### src/mem_bus_consts.svh
// Address map and sizing constants for the memory bus.
// Include this in any file that slices addresses or sizes memories.

`ifndef MEM_BUS_CONSTS_SVH
`define MEM_BUS_CONSTS_SVH

// CPU byte address width
`define BUS_ADDR_W 16

// work RAM is 4096 words of 32 bits
`define RAM_ADDR_W 12
`define RAM_DEPTH  (1 << `RAM_ADDR_W)

// the top two address bits select the region
`define RAM_BASE    16'h0000
`define FLASH_BASE  16'h4000
`define VIDEO_BASE  16'h8000
`define STATUS_BASE 16'hc000

`endif
### src/mem_bus_pkg.sv
// Shared types for the memory bus.
// Modules pull these in with a wildcard import in their header.

`include "mem_bus_consts.svh"

package mem_bus_pkg;

    typedef logic [`BUS_ADDR_W-1:0] bus_addr_t;
    typedef logic [`RAM_ADDR_W-1:0] ram_addr_t;
    typedef logic [31:0] bus_word_t;
    typedef logic [3:0] byte_strobe_t;
    typedef logic [15:0] video_word_t;

    // one extra bit so a fill can cover the whole RAM
    typedef logic [`RAM_ADDR_W:0] dma_count_t;

    // region codes as they appear in the top address bits
    typedef enum logic [1:0] {
        REGION_RAM    = 2'(`RAM_BASE >> (`BUS_ADDR_W - 2)),
        REGION_FLASH  = 2'(`FLASH_BASE >> (`BUS_ADDR_W - 2)),
        REGION_VIDEO  = 2'(`VIDEO_BASE >> (`BUS_ADDR_W - 2)),
        REGION_STATUS = 2'(`STATUS_BASE >> (`BUS_ADDR_W - 2))
    } region_t;

    typedef enum logic {
        DMA_IDLE,
        DMA_RUN
    } dma_state_t;

endpackage

### src/flash_reader.sv
// Bridges CPU flash reads to the external flash request/acknowledge port.
// Writes into the flash window are acknowledged and dropped.

`include "mem_bus_consts.svh"

module flash_reader
    import mem_bus_pkg::*;
(
    input  logic      clk,
    input  logic      rst,
    input  logic      flash_en,
    input  bus_addr_t address,
    input  logic      write,
    output logic      ready,
    output bus_word_t read_data,
    output logic      flash_req,
    output ram_addr_t flash_addr,
    input  logic      flash_ack,
    input  bus_word_t flash_data
);

    // busy spans the request and the cycle after the ack
    logic      busy;
    logic      write_done;
    logic      issue;
    logic      write_ready;
    bus_addr_t offset;

    assign offset      = address - bus_addr_t'(`FLASH_BASE);
    assign issue       = flash_en && !write && !busy;
    assign write_ready = flash_en && write && !write_done;
    assign ready       = (flash_req && flash_ack) || write_ready;

    always_ff @(posedge clk) begin
        if (rst) begin
            busy       <= 1'b0;
            flash_req  <= 1'b0;
            write_done <= 1'b0;
        end else begin
            write_done <= write_ready;
            if (issue) begin
                busy      <= 1'b1;
                flash_req <= 1'b1;
            end else if (flash_req && flash_ack) begin
                flash_req <= 1'b0;
            end else if (!flash_req) begin
                busy <= 1'b0;
            end
        end
    end

    always_ff @(posedge clk) begin
        if (issue) begin
            flash_addr <= offset[`RAM_ADDR_W+1:2];
        end
        if (flash_req && flash_ack) begin
            read_data <= flash_data;
        end
    end

endmodule

### config.mk
export PLATFORM = sky130hd
export DESIGN_NAME = flash_reader
export DESIGN_NICKNAME = d
export VERILOG_FILES = /design/src/mem_bus_pkg.sv /design/src/flash_reader.sv
export VERILOG_INCLUDE_DIRS = /design/src /design/src/src
export SDC_FILE = /design/constraint.sdc
export NUM_CORES = 1
export LEC_CHECK = 0
export ABC_AREA = 0
export ABC_CLOCK_PERIOD_IN_PS = 1850
export BUFFER_PORTS_ARGS = -buffer_cell sky130_fd_sc_hd__buf_4
export CAP_MARGIN = 20
export CORE_ASPECT_RATIO = 2
export CORE_UTILIZATION = 40
export CTS_CLUSTER_DIAMETER = 80
export DETAILED_ROUTE_END_ITERATION = 8
export HOLD_SLACK_MARGIN = 0.02
export PLACE_DENSITY = 0.74
export SLEW_MARGIN = 20
export SYNTH_ARGS = -nofsm -noshare
export SYNTH_HDL_FRONTEND = slang
export SYNTH_SLANG_ARGS = --single-unit
### constraint.sdc
create_clock -name clk -period 1.85 [get_ports clk]
set_clock_uncertainty 0.05 [all_clocks]
set_input_delay 0 -clock clk [delete_from_list [all_inputs] [get_ports clk]]
set_output_delay 0 -clock clk [all_outputs]
set_load 0.1 [all_outputs]
==> impl_summary.log, run 1 <==
[metrics] first-pass iteration count of the detailed router: 4
[metrics] residual antenna-violating net count after detailed routing: 0
[metrics] setup-violating endpoint count in the final report: 0
[metrics] DRC violation total after the first TritonRoute iteration: 25
[metrics] flip-flop and latch count after synthesis: 47
[metrics] fill cell total of the finished layout: about 170
[metrics] post-synthesis area per instance: 25.2 µm²
[metrics] Area growth syn-to-layout: 94.9%
[metrics] net count after synthesis: 110
[metrics] startpoint kind of the worst setup timing path: register
[metrics] total clock sinks: 47
[metrics] Die H: 86.8 µm
[metrics] summed instance area of the synthesized netlist: 0.00144 mm²
[metrics] worst min path class: primary input to register
[metrics] required time worst endpoint: 2.04 ns
[metrics] number of standard-cell rows in the floorplan: 30
[metrics] maximum number of pins on one net before global-route repair: 34
[metrics] Root Buffer Master: sky130_fd_sc_hd__clkbuf_8
[metrics] aggregate negative setup slack: 0 ns
[metrics] final hold viol count: 0
[metrics] CP Data Arrival Time: 1.86 ns
[metrics] nets@finish: 261
[metrics] overall fraction of global-route tracks in use: 23.6%
[metrics] Die Area: ~0.0039 mm²
[metrics] warnings from Yosys: 0
[metrics] max_cap viols: 0
[metrics] routed length per instance: roughly 16 µm
[metrics] Crit Path Class: register to register
[metrics] share of the synthesized area in the top cell type: 91.9%
[metrics] vias after detailed routing: 1,133
[metrics] wire length of the first global-routing pass: a little over 6000 µm
[metrics] maximum clock rate: 0.600 GHz
[metrics] depth of the worst register-to-register path: 3
[metrics] remaining global-route overflow: 0
[metrics] number of non-filler instances in the completed layout: between 200 and 300
[metrics] total setup buffers inserted after CTS: 0
[metrics] number of remaining DRC errors: 0
[metrics] worst r2r src: busy
[metrics] portion of the post-synthesis area used by sequential elements: 96.1%
[metrics] finished layout cell area: 0.00280 mm²
[metrics] insertion delay to the later sink of the worst-skew pair: about 0.3 ns
[metrics] GP Congestion: between 0.6 and 0.7
[metrics] type of element capturing the critical path: register
[metrics] via count of the first global-routing pass: 1,268
[metrics] worst setup path startpoint: busy
[metrics] per-cell via count in the routed design: 4.41
[metrics] final routed wirelength across all metal layers: just over 4000 µm
[metrics] P per Cell Area: 815 mW/mm²
[metrics] clock-pin transition on the worst setup and hold timing paths: 0.09 ns
[metrics] IO Pins: 99
[metrics] distinct cell type count after synthesis: 10
[metrics] Inserted Clock Buffers: 5
[metrics] Worst VDD drop: 0.665 mV
[metrics] status: complete, no violations
[metrics] Max Transition Viols Final: 0
[metrics] transition at the pin with the smallest max-transition slack: 0.490 ns
[metrics] setup repair after global routing missed its margin: no
[metrics] Placed Cells: 199
[metrics] synthesized netlist cell count: 57
[metrics] antenna violations before repair: 0
[metrics] clock period minus final worst setup slack: 1.67 ns
[metrics] ratio of cells with drive above 1 in the final layout: between 40% and 50%
[metrics] clock tree from TritonCTS: done
[metrics] die boundary width: about 44 µm
[metrics] port bufs: 94
[metrics] Tcrit/Tclk final: about nine tenths
[metrics] Min-Delay Path Depth: 2
[metrics] buffer depth of the longest clock path: 2
[metrics] worst-path maximum fanout: 3
[metrics] diode insertion count for antenna repair: 0
[metrics] area leader, netlist: sky130_fd_sc_hd__edfxtp_1
[metrics] worst relative slew slack: between 60% and 70%
[metrics] final setup margin: roughly 0.18 ns
[metrics] LEAKAGE: 1.17 nW
[metrics] core area: ~0.0034 mm²
[metrics] largest cells by area after synthesis: sky130_fd_sc_hd__edfxtp_1 (92%), sky130_fd_sc_hd__dfxtp_1 (4.2%), sky130_fd_sc_hd__nand2b_1 (0.87%), sky130_fd_sc_hd__a21oi_1 (0.70%), sky130_fd_sc_hd__or3b_1 (0.61%)
[metrics] cell area after placement: about 0.0022 mm²
[metrics] final core utilization: 82.0%
[metrics] dpl ws: ~0.37 ns
[metrics] H-Tree Depth: 2
[metrics] Min-Delay Startpoint: address[11]
[metrics] effective utilization at floorplan: 42.1%
critical path: stages, from the launching register on:
cell and delay, ns:
sky130_fd_sc_hd__dfxtp_1 0.33, sky130_fd_sc_hd__or3b_1 0.44, sky130_fd_sc_hd__a21oi_1 0.19, sky130_fd_sc_hd__dlygate4sd3_1 0.59
layout by cell type, fill, tap and decap left out, types with 2 or more instances in the layout:
cell                            Yosys  final
sky130_fd_sc_hd__buf_4              0     94
sky130_fd_sc_hd__a21oi_1            2      2
sky130_fd_sc_hd__edfxtp_1          44     44
sky130_fd_sc_hd__dlygate4sd3_1      0     50
sky130_fd_sc_hd__dfxtp_1            3      2
sky130_fd_sc_hd__clkbuf_8           0      6
final cells by class:
| class | instances | area (µm²) | area share, % |
|---|---|---|---|
| sequential | 47 | 1380 | 49.4 |
| timing repair buffer | 144 | 1210 | 43.1 |
| clock buffer | 7 | 86.3 | 3.08 |
| tap | 48 | 60.1 | 2.14 |
| multi-input combinational | 9 | 57.6 | 2.05 |
| clock inverter | 1 | 5.00 | 0.179 |
| inverter | 1 | 3.75 | 0.134 |
cells by family (layout without fill, tap and decap cells):
logic type | count (synthesis) | after routing | share of synthesized area, %
compound gates | 2 | 2 | 0.696
buf+inv | 1 | 153 | 0.261
flops | 47 | 47 | 96.1
simple gates | 7 | 7 | 2.96
metrics by stage:
| stage | hold slack [ns] | power [mW] |
|---|---|---|
| floorplan | 0.0117 | 1.46 |
| global placement | 0.118 | 1.58 |
| detailed placement | 0.129 | 1.59 |
| CTS | 0.326 | 2.28 |
| global route | 0.363 | 2.35 |
| finish | 0.368 | 2.28 |
sequential cells by signal, summed over array words and instances, names as in the netlist:
| register | flops |
|---|---|
| flash_req | 1 |
| flash_addr | 12 |
| write_done | 1 |
| read_data | 32 |
| busy | 1 |
power breakdown:
part	switching [mW]	internal (mW)	leakage [nW]	total (mW)
Sequential	0.0113	1.20	0.428	1.21
Combinational	0.277	0.171	0.692	0.449
Clock	0.322	0.302	0.0482	0.624
final timing paths:
path | endpoint | slack (ns)
max | busy | 0.18
min | flash_addr[9] | 0.37
max reg2reg | busy | 0.18
min reg2reg | read_data[15] | 0.77
synth_stat cells, drive strengths merged:
cell	count
nand2	1
dfxtp	3
edfxtp	44
nand2b	2
a21oi	2
and2	1
nand3b	1
or3b	1
inv	1
nor2	1
repair_timing:
item / 4_1_cts / 5_1_grt
hold buffers: 50 / 0
endpoints found under the hold margin: 47 / 0
endpoints found under the setup margin: 0 / 0
resized for setup: 0 / 0
routing by layer:
layer | vias to the layer above | share of wire [%] | track usage, %
met5 | - | 0 | 0
met4 | 0 | 2.9 | 11.6
met3 | 12 | 9.2 | 8.96
met2 | 84 | 55 | 41.4
met1 | 518 | 33 | 22.9
li1 | 519 | - | -
(Power assumes the default switching activity.)
==> inputs of run 2 (changes only) <==
--- a/config.mk
+++ b/config.mk
@@ -8,7 +8,7 @@
 export LEC_CHECK = 0
 export ABC_AREA = 0
 export ABC_CLOCK_PERIOD_IN_PS = 1850
-export BUFFER_PORTS_ARGS = -buffer_cell sky130_fd_sc_hd__buf_4
+export BUFFER_PORTS_ARGS = -buffer_cell sky130_fd_sc_hd__buf_2
 export CAP_MARGIN = 20
 export CORE_ASPECT_RATIO = 2
 export CORE_UTILIZATION = 40
==> constraint.sdc (replaced) <==
create_clock -name clk -period 1.85 [get_ports clk]
set_clock_uncertainty 0.05 [all_clocks]
set_input_delay 0.185 -clock clk [delete_from_list [all_inputs] [get_ports clk]]
set_output_delay 0.185 -clock clk [all_outputs]
set_load 0.1 [all_outputs]
==> run 2 against run 1 <==
- global-route usage is 5.4 points lower
- combinational power is 14% lower
- sequential share of layout area is 6.3 points higher
- first-iteration DRC count is 56% lower
- via count is 7.9% lower
- cell count is 3.5% lower
- hold slack worse by 0.34 ns
- maximum frequency is 11% higher
- setup slack better by 0.17 ns
- critical path depth is 1 lower
- design area is 11% lower
==> impl_summary.log, run 2 (same netlist as run 1, synthesis figures left out) <==
[metrics] required time worst endpoint: 1.74 ns (was 2.04 ns)
[metrics] portion of total power attributed to the clock network: 25.6% (was 27.3%)
[metrics] Area growth syn-to-layout: 72.7% (was 94.9%)
[metrics] Min-Delay Startpoint: flash_data[13] (was address[11])
[metrics] per-cell via count in the routed design: 4.21 (was 4.41)
[metrics] worst min path class: primary input to register (unchanged)
[metrics] internal power contribution: 1.58 mW (was 1.67 mW)
[metrics] most common library cell in the layout ignoring fill and taps: sky130_fd_sc_hd__buf_2 (was sky130_fd_sc_hd__buf_4)
[metrics] worst setup path startpoint: busy (unchanged)
[metrics] aggregate negative setup slack: 0 ns (unchanged)
[metrics] number of remaining DRC errors: 0 (unchanged)
[metrics] wire length of the first global-routing pass: 5020 µm (was 6110 µm)
[metrics] type of element capturing the critical path: register (unchanged)
[metrics] remaining global-route overflow: 0 (unchanged)
[metrics] clock tree from TritonCTS: done (unchanged)
[metrics] residual antenna-violating net count after detailed routing: 0 (unchanged)
[metrics] total clock sinks: 47 (unchanged)
[metrics] via count of the first global-routing pass: 1,152 (was 1,268)
[metrics] Die H: 86.8 µm (unchanged)
[metrics] port bufs: 94 (unchanged)
[metrics] P per Cell Area: 863 mW/mm² (was 815 mW/mm²)
[metrics] setup-violating endpoint count in the final report: 0 (unchanged)
[metrics] sequential cell fraction of total power: 56.3% (was 53.0%)
[metrics] nets@finish: 252 (was 261)
[metrics] worst relative slew slack: 66.7% (was 67.3%)
[metrics] ratio of cells with drive above 1 in the final layout: 51.5% (was 49.8%)
[metrics] Root Buffer Master: sky130_fd_sc_hd__clkbuf_8 (unchanged)
[metrics] overall fraction of global-route tracks in use: 18.2% (was 23.6%)
[metrics] r2r setup slk: 0.35 ns (was 0.18 ns)
[metrics] final routed wirelength across all metal layers: 3420 µm (was 4110 µm)
[metrics] GP Congestion: 0.759 (was 0.687)
[metrics] H-Tree Depth: 2 (unchanged)
[metrics] CP Data Arrival Time: 1.39 ns (was 1.86 ns)
[metrics] die boundary width: 44.4 µm (unchanged)
[metrics] Net Sw Frac: 26.5% (was 26.8%)
[metrics] Inserted Clock Buffers: 5 (unchanged)
[metrics] worst r2r src: busy (unchanged)
[metrics] top library cells by usage in the layout, fill and taps aside: sky130_fd_sc_hd__buf_2 (93), sky130_fd_sc_hd__edfxtp_1 (44), sky130_fd_sc_hd__dlygate4sd3_1 (40) (was sky130_fd_sc_hd__buf_4 (94), sky130_fd_sc_hd__dlygate4sd3_1 (50), sky130_fd_sc_hd__edfxtp_1 (44))
[metrics] maximum number of pins on one net before global-route repair: 33 (was 34)
[metrics] core area: 0.00342 mm² (unchanged)
[metrics] status: complete, no violations (unchanged)
[metrics] insertion delay to the later sink of the worst-skew pair: 0.28 ns (was 0.30 ns)
[metrics] Comb pwr share: 18.1% (was 19.7%)
[metrics] fill cell total of the finished layout: 215 (was 167)
[metrics] Die Area: 0.00385 mm² (unchanged)
[metrics] setup repair after global routing missed its margin: no (unchanged)
[metrics] IO Pins: 99 (unchanged)
[metrics] number of standard-cell rows in the floorplan: 30 (unchanged)
[metrics] clock period minus final worst setup slack: 1.50 ns (was 1.67 ns)
[metrics] clock-pin transition on the worst setup and hold timing paths: 0.08 ns (was 0.09 ns)
[metrics] startpoint kind of the worst setup timing path: register (unchanged)
[metrics] area of combinational cells with multiple inputs: 62.6 µm² (was 57.6 µm²)
[metrics] switching power summed over all nets: 567 µW (was 611 µW)
[metrics] largest registers: read_data: 32 flops, flash_addr: 12 flops (unchanged)
[metrics] final hold viol count: 0 (unchanged)
[metrics] max_cap viols: 0 (unchanged)
[metrics] register bank with the most flops: read_data (unchanged)
[metrics] effective utilization at floorplan: 42.1% (unchanged)
[metrics] diode insertion count for antenna repair: 0 (unchanged)
[metrics] DRC violation total after the first TritonRoute iteration: 11 (was 25)
[metrics] Tcrit/Tclk final: 80.9% (was 90.2%)
[metrics] LEAKAGE: 1.05 nW (was 1.17 nW)
[metrics] maximum clock rate: 0.668 GHz (was 0.600 GHz)
[metrics] area taken by flip-flops and latches: 0.00138 mm² (unchanged)
[metrics] worst-path maximum fanout: 12 (was 3)
[metrics] Total Power Consumption: 2.14 mW (was 2.28 mW)
[metrics] first-pass iteration count of the detailed router: 4 (unchanged)
[metrics] buffer depth of the longest clock path: 2 (unchanged)
[metrics] Max Transition Viols Final: 0 (unchanged)
[metrics] antenna violations before repair: 0 (unchanged)
[metrics] number of flip-flops under the largest register name: 32 (unchanged)
[metrics] vias after detailed routing: 1,043 (was 1,133)
[metrics] Crit Path Class: register to register (unchanged)
[metrics] routed length per instance: 13.8 µm (was 16.0 µm)
[metrics] Worst VDD drop: 0.953 mV (was 0.665 mV)
[metrics] transition at the pin with the smallest max-transition slack: 0.503 ns (was 0.490 ns)
[metrics] estimated wirelength of the detail-placed design: approximately 2200 µm
run 2: cell count changes in the layout (fill, tap and decap cells not counted), sizes merged:
| cell | delta |
|---|---|
| buf | +1 |
| dlygate4sd3 | -10 |
| clkbuf | -1 |
| clkinv | +1 |
run 2: metal layers:
metal  global-route usage, %  vias up  wire [µm]
met5                       0        -          0
met2                    32.6       65       1880
met3                    7.50        2        310
met4                    6.61        0         17
met1                    17.8      472       1210
li1                        -      504          -
run 2: stage by stage:
stage          instance area, µm²  std cells  util (%)  hold WS, ns  setup slack (ns)
2_1_floorplan                1450         57         -        0.197             0.110
3_3_place_gp                 2000        200      58.6        0.312             0.421
3_5_place_dp                 2000        200      58.6        0.313             0.350
4_1_cts                      2390        239      70.0       0.0203             0.341
5_1_grt                      2480        248      72.7       0.0215             0.288
6_report                     2480        248      72.7       0.0320             0.353
run 2: worst paths after layout:
check,cells past startpoint,end
worst max-delay path,2,flash_addr[3]
worst min-delay path,1,read_data[13]
worst max register to register,2,flash_addr[3]
worst min register to register,2,busy
run 2: layout make-up:
class,count,area share [%]
Sequential cell,47,55.7
Timing Repair Buffer,135,36.0
Clock buffer,6,2.92
Multi-Input combinational cell,9,2.52
Tap cell,48,2.42
Clock inverter,2,0.302
Inverter,1,0.151
run 2: what timing repair did:
item / 4_1_cts / 5_1_grt
hold buffers: 31 / 9
setup buffers: 0 / 0
resized for setup: 0 / 0
endpoints found under the hold margin: 31 / 9
run 2: power groups by stage:
stage               combinational, mW  clock, mW  sequential (mW)
floorplan                      0.0321          0             1.43
global placement                0.314          0             1.23
detailed placement              0.320          0             1.23
CTS                             0.371      0.572             1.21
global route                    0.403      0.610             1.21
finish                          0.388      0.548             1.21
run 2: worst max-delay path: stages (launching register included):
cell and delay [ns]:
sky130_fd_sc_hd__dfxtp_1 0.32, sky130_fd_sc_hd__or3b_1 0.42, sky130_fd_sc_hd__inv_1 0.36
==> inputs of run 3 (changes only) <==
--- a/config.mk
+++ b/config.mk
@@ -7,15 +7,15 @@
 export NUM_CORES = 1
 export LEC_CHECK = 0
 export ABC_AREA = 0
-export ABC_CLOCK_PERIOD_IN_PS = 1850
+export ABC_CLOCK_PERIOD_IN_PS = 1200
 export BUFFER_PORTS_ARGS = -buffer_cell sky130_fd_sc_hd__buf_2
 export CAP_MARGIN = 20
 export CORE_ASPECT_RATIO = 2
-export CORE_UTILIZATION = 40
+export CORE_UTILIZATION = 36
 export CTS_CLUSTER_DIAMETER = 80
 export DETAILED_ROUTE_END_ITERATION = 8
 export HOLD_SLACK_MARGIN = 0.02
-export PLACE_DENSITY = 0.74
+export PLACE_DENSITY = 0.7
 export SLEW_MARGIN = 20
 export SYNTH_ARGS = -nofsm -noshare
 export SYNTH_HDL_FRONTEND = slang
==> constraint.sdc (replaced) <==
create_clock -name clk -period 1.2 [get_ports clk]
set_clock_uncertainty 0.05 [all_clocks]
set_input_delay 0.12 -clock clk [delete_from_list [all_inputs] [get_ports clk]]
set_output_delay 0.12 -clock clk [all_outputs]
set_load 0.1 [all_outputs]
==> run 3 against run 2 <==
- the flow now finishes with violations (setup timing)
- hold slack gained 0.042 ns
- sequential share of layout area decreased by 14 points
- design area increased by 34%
- register-to-register slack got worse by 0.40 ns
- total power rose by 89%
- non-clock buffer count grew 6
- critical path type is now register to output pin
- largest cell class is now buffers
==> impl_summary.log, run 3 (same netlist as run 1, synthesis figures left out) <==
[metrics] status: finished with violations (was complete, no violations)
[metrics] failing checks: setup timing
[metrics] cell breakdown of the critical path: nand3b_1 > nand2b_4 > buf_12 (was or3b_1 > inv_1)
[metrics] number of standard-cell rows in the floorplan: 32 (was 30)
[metrics] CP Data Arrival Time: 1.17 ns (was 1.39 ns)
[metrics] final routed wirelength across all metal layers: 5220 µm (was 3420 µm)
[metrics] Tcrit/Tclk final: 112%
[metrics] port bufs: 94 (unchanged)
[metrics] via count of the first global-routing pass: 1,422 (was 1,152)
[metrics] Die Area: 0.00427 mm² (was 0.00385 mm²)
[metrics] most common library cell in the layout ignoring fill and taps: sky130_fd_sc_hd__buf_2 (unchanged)
[metrics] slowest cell on the critical path: sky130_fd_sc_hd__dfxtp_1 (was sky130_fd_sc_hd__or3b_1)
[metrics] routing usage on met2: 48.6% (was 32.6%)
[metrics] H-Tree Depth: 2 (unchanged)
[metrics] GP Congestion: 0.729 (was 0.759)
[metrics] total clock sinks: 47 (unchanged)
[metrics] routing usage on met1: 23.6% (was 17.8%)
[metrics] die boundary width: 46.7 µm (was 44.4 µm)
[metrics] vias after detailed routing: 1,186 (was 1,043)
[metrics] required time worst endpoint: 1.03 ns (was 1.74 ns)
[metrics] overall fraction of global-route tracks in use: 25.9% (was 18.2%)
[metrics] worst min path class: primary input to register (unchanged)
[metrics] GR peak layer: met2 (unchanged)
[metrics] DRC violation total after the first TritonRoute iteration: 29 (was 11)
[metrics] remaining global-route overflow: 0 (unchanged)
[metrics] routed length per instance: 20.2 µm (was 13.8 µm)
[metrics] estimated wirelength of the detail-placed design: 2570 µm (was 2170 µm)
[metrics] Max Transition Viols Final: 0 (unchanged)
[metrics] register bank with the most flops: read_data (unchanged)
[metrics] effective utilization at floorplan: 37.4% (was 42.1%)
[metrics] final setup margin: -0.139 ns (was 0.353 ns)
[metrics] dpl ws: -0.0285 ns (was 0.350 ns)
[metrics] Crit Path Class: register to output pin (was register to register)
[metrics] insertion delay to the later sink of the worst-skew pair: 0.29 ns (was 0.28 ns)
[metrics] clock-pin transition on the worst setup and hold timing paths: 0.09 ns (was 0.08 ns)
[metrics] number of remaining DRC errors: 0 (unchanged)
[metrics] Area growth syn-to-layout: 132% (was 72.7%)
[metrics] IO Pins: 99 (unchanged)
[metrics] worst relative slew slack: 85.0% (was 66.7%)
[metrics] worst-path maximum fanout: 2 (was 12)
[metrics] P per Cell Area: 1220 mW/mm² (was 863 mW/mm²)
[metrics] maximum clock rate: approximately 0.75 GHz
[metrics] LEAKAGE: 1.35 nW (was 1.05 nW)
[metrics] Worst VDD drop: 1.03 mV (was 0.953 mV)
[metrics] per-cell via count in the routed design: 4.60 (was 4.21)
[metrics] Inserted Clock Buffers: 5 (unchanged)
[metrics] Global Route met3 Usage: 7.16% (was 7.50%)
[metrics] setup repair after global routing missed its margin: yes (was no)
[metrics] top library cells by usage in the layout, fill and taps aside: sky130_fd_sc_hd__buf_2 (48), sky130_fd_sc_hd__buf_12 (47), sky130_fd_sc_hd__dlygate4sd3_1 (45) (was sky130_fd_sc_hd__buf_2 (93), sky130_fd_sc_hd__edfxtp_1 (44), sky130_fd_sc_hd__dlygate4sd3_1 (40))
[metrics] transition at the pin with the smallest max-transition slack: 0.224 ns (was 0.503 ns)
[metrics] final core utilization: 86.6% (was 72.7%)
[metrics] diode insertion count for antenna repair: 0 (unchanged)
[metrics] residual antenna-violating net count after detailed routing: 0 (unchanged)
[metrics] buffers and inverters on the worst path: 1 (unchanged)
[metrics] clock period minus final worst setup slack: 1.34 ns
[metrics] maximum number of pins on one net before global-route repair: 33 (unchanged)
[metrics] antenna violations before repair: 0 (unchanged)
[metrics] startpoint kind of the worst setup timing path: register (unchanged)
[metrics] cell family with most CP delay: simple AND/OR/NAND/NOR gates (unchanged)
[metrics] largest registers: read_data: 32 flops, flash_addr: 12 flops (unchanged)
[metrics] ratio of cells with drive above 1 in the final layout: 54.6% (was 51.5%)
[metrics] core area: 0.00384 mm² (was 0.00342 mm²)
[metrics] maximum cell stage delay along the critical path: 0.32 ns (was 0.42 ns)
[metrics] nets@finish: 259 (was 252)
[metrics] buffer depth of the longest clock path: 2 (unchanged)
[metrics] setup-violating endpoint count in the final report: 14 (was 0)
[metrics] final hold viol count: 0 (unchanged)
[metrics] first-pass iteration count of the detailed router: 4 (unchanged)
[metrics] wire length of the first global-routing pass: 7340 µm (was 5020 µm)
[metrics] aggregate negative setup slack: -0.555 ns (was 0 ns)
[metrics] cell area after placement: 0.00270 mm² (was 0.00200 mm²)
[metrics] clock tree from TritonCTS: done (unchanged)
[metrics] Root Buffer Master: sky130_fd_sc_hd__clkbuf_8 (unchanged)
[metrics] Die H: 91.4 µm (was 86.8 µm)
[metrics] number of flip-flops under the largest register name: 32 (unchanged)
[metrics] type of element capturing the critical path: output pin (was register)
[metrics] max_cap viols: 0 (unchanged)
[metrics] finished layout cell area: 0.00333 mm² (was 0.00248 mm²)
[metrics] Total Power Consumption: 4.05 mW (was 2.14 mW)
[run 3: cell count changes in the layout (fill, tap and decap cells not counted), sizes merged]
cell,previous run,this run
dlygate4sd3,40,45
bufinv,0,2
buf,95,96
clkinvlp,0,1
clkinv,2,0
inv,1,2
clkbuf,6,5
[run 3: area by class of cell]
cell class                      instances  area (µm²)
Tap cell                               51        63.8
Clock buffer                            5        68.8
Inverter                                1        11.3
Sequential cell                        47        1390
Clock inverter                          3        67.6
Fill cell                             175         514
Timing Repair Buffer                  141        1640
Timing Repair inverter                  1        8.76
Multi-Input combinational cell          9        80.1
[run 3: final timing paths]
path	cells after the start	end	startpoint	slack [ns]
setup / recovery	3	ready	write_done	-0.14
hold / removal	3	flash_req	flash_ack	0.07
setup reg to reg	2	flash_addr[2]	busy	-0.05
hold reg to reg	2	flash_req	flash_req	0.50
[run 3: metrics by stage]
stage | hold WS [ns] | cells
floorplan | 0.129 | 57
global placement | 0.246 | 203
detailed placement | 0.248 | 203
CTS | 0.0426 | 258
global route | 0.0881 | 258
finish | 0.0741 | 258
[run 3: power breakdown]
group / leakage [nW] / internal [mW] / switching (mW) / total [mW]
clock: 0.0644 / 0.831 / 0.540 / 1.37
sequential: 0.429 / 1.85 / 0.0408 / 1.89
combinational: 0.859 / 0.336 / 0.449 / 0.785
[run 3: layer usage]
metal / part of all wire (%) / wire, µm / vias to the layer above
li1: - / - / 517
met1: 30 / 1570 / 570
met2: 59 / 3100 / 83
met3: 7.7 / 403 / 16
met4: 2.8 / 144 / 0
met5: 0 / 0 / -
[run 3: worst min-delay path: stages]
cell	delay [ns]
sky130_fd_sc_hd__buf_2	0.08
sky130_fd_sc_hd__nand2b_1	0.12
sky130_fd_sc_hd__a21oi_2	0.06
[run 3: repair_timing]
action,CTS,global route
buffers inserted,1,0
resized for setup,2,6
endpoints found under the hold margin,47,0
cloned,1,0
endpoints found under the setup margin,13,14
pin swaps,1,1
hold buffers,45,0
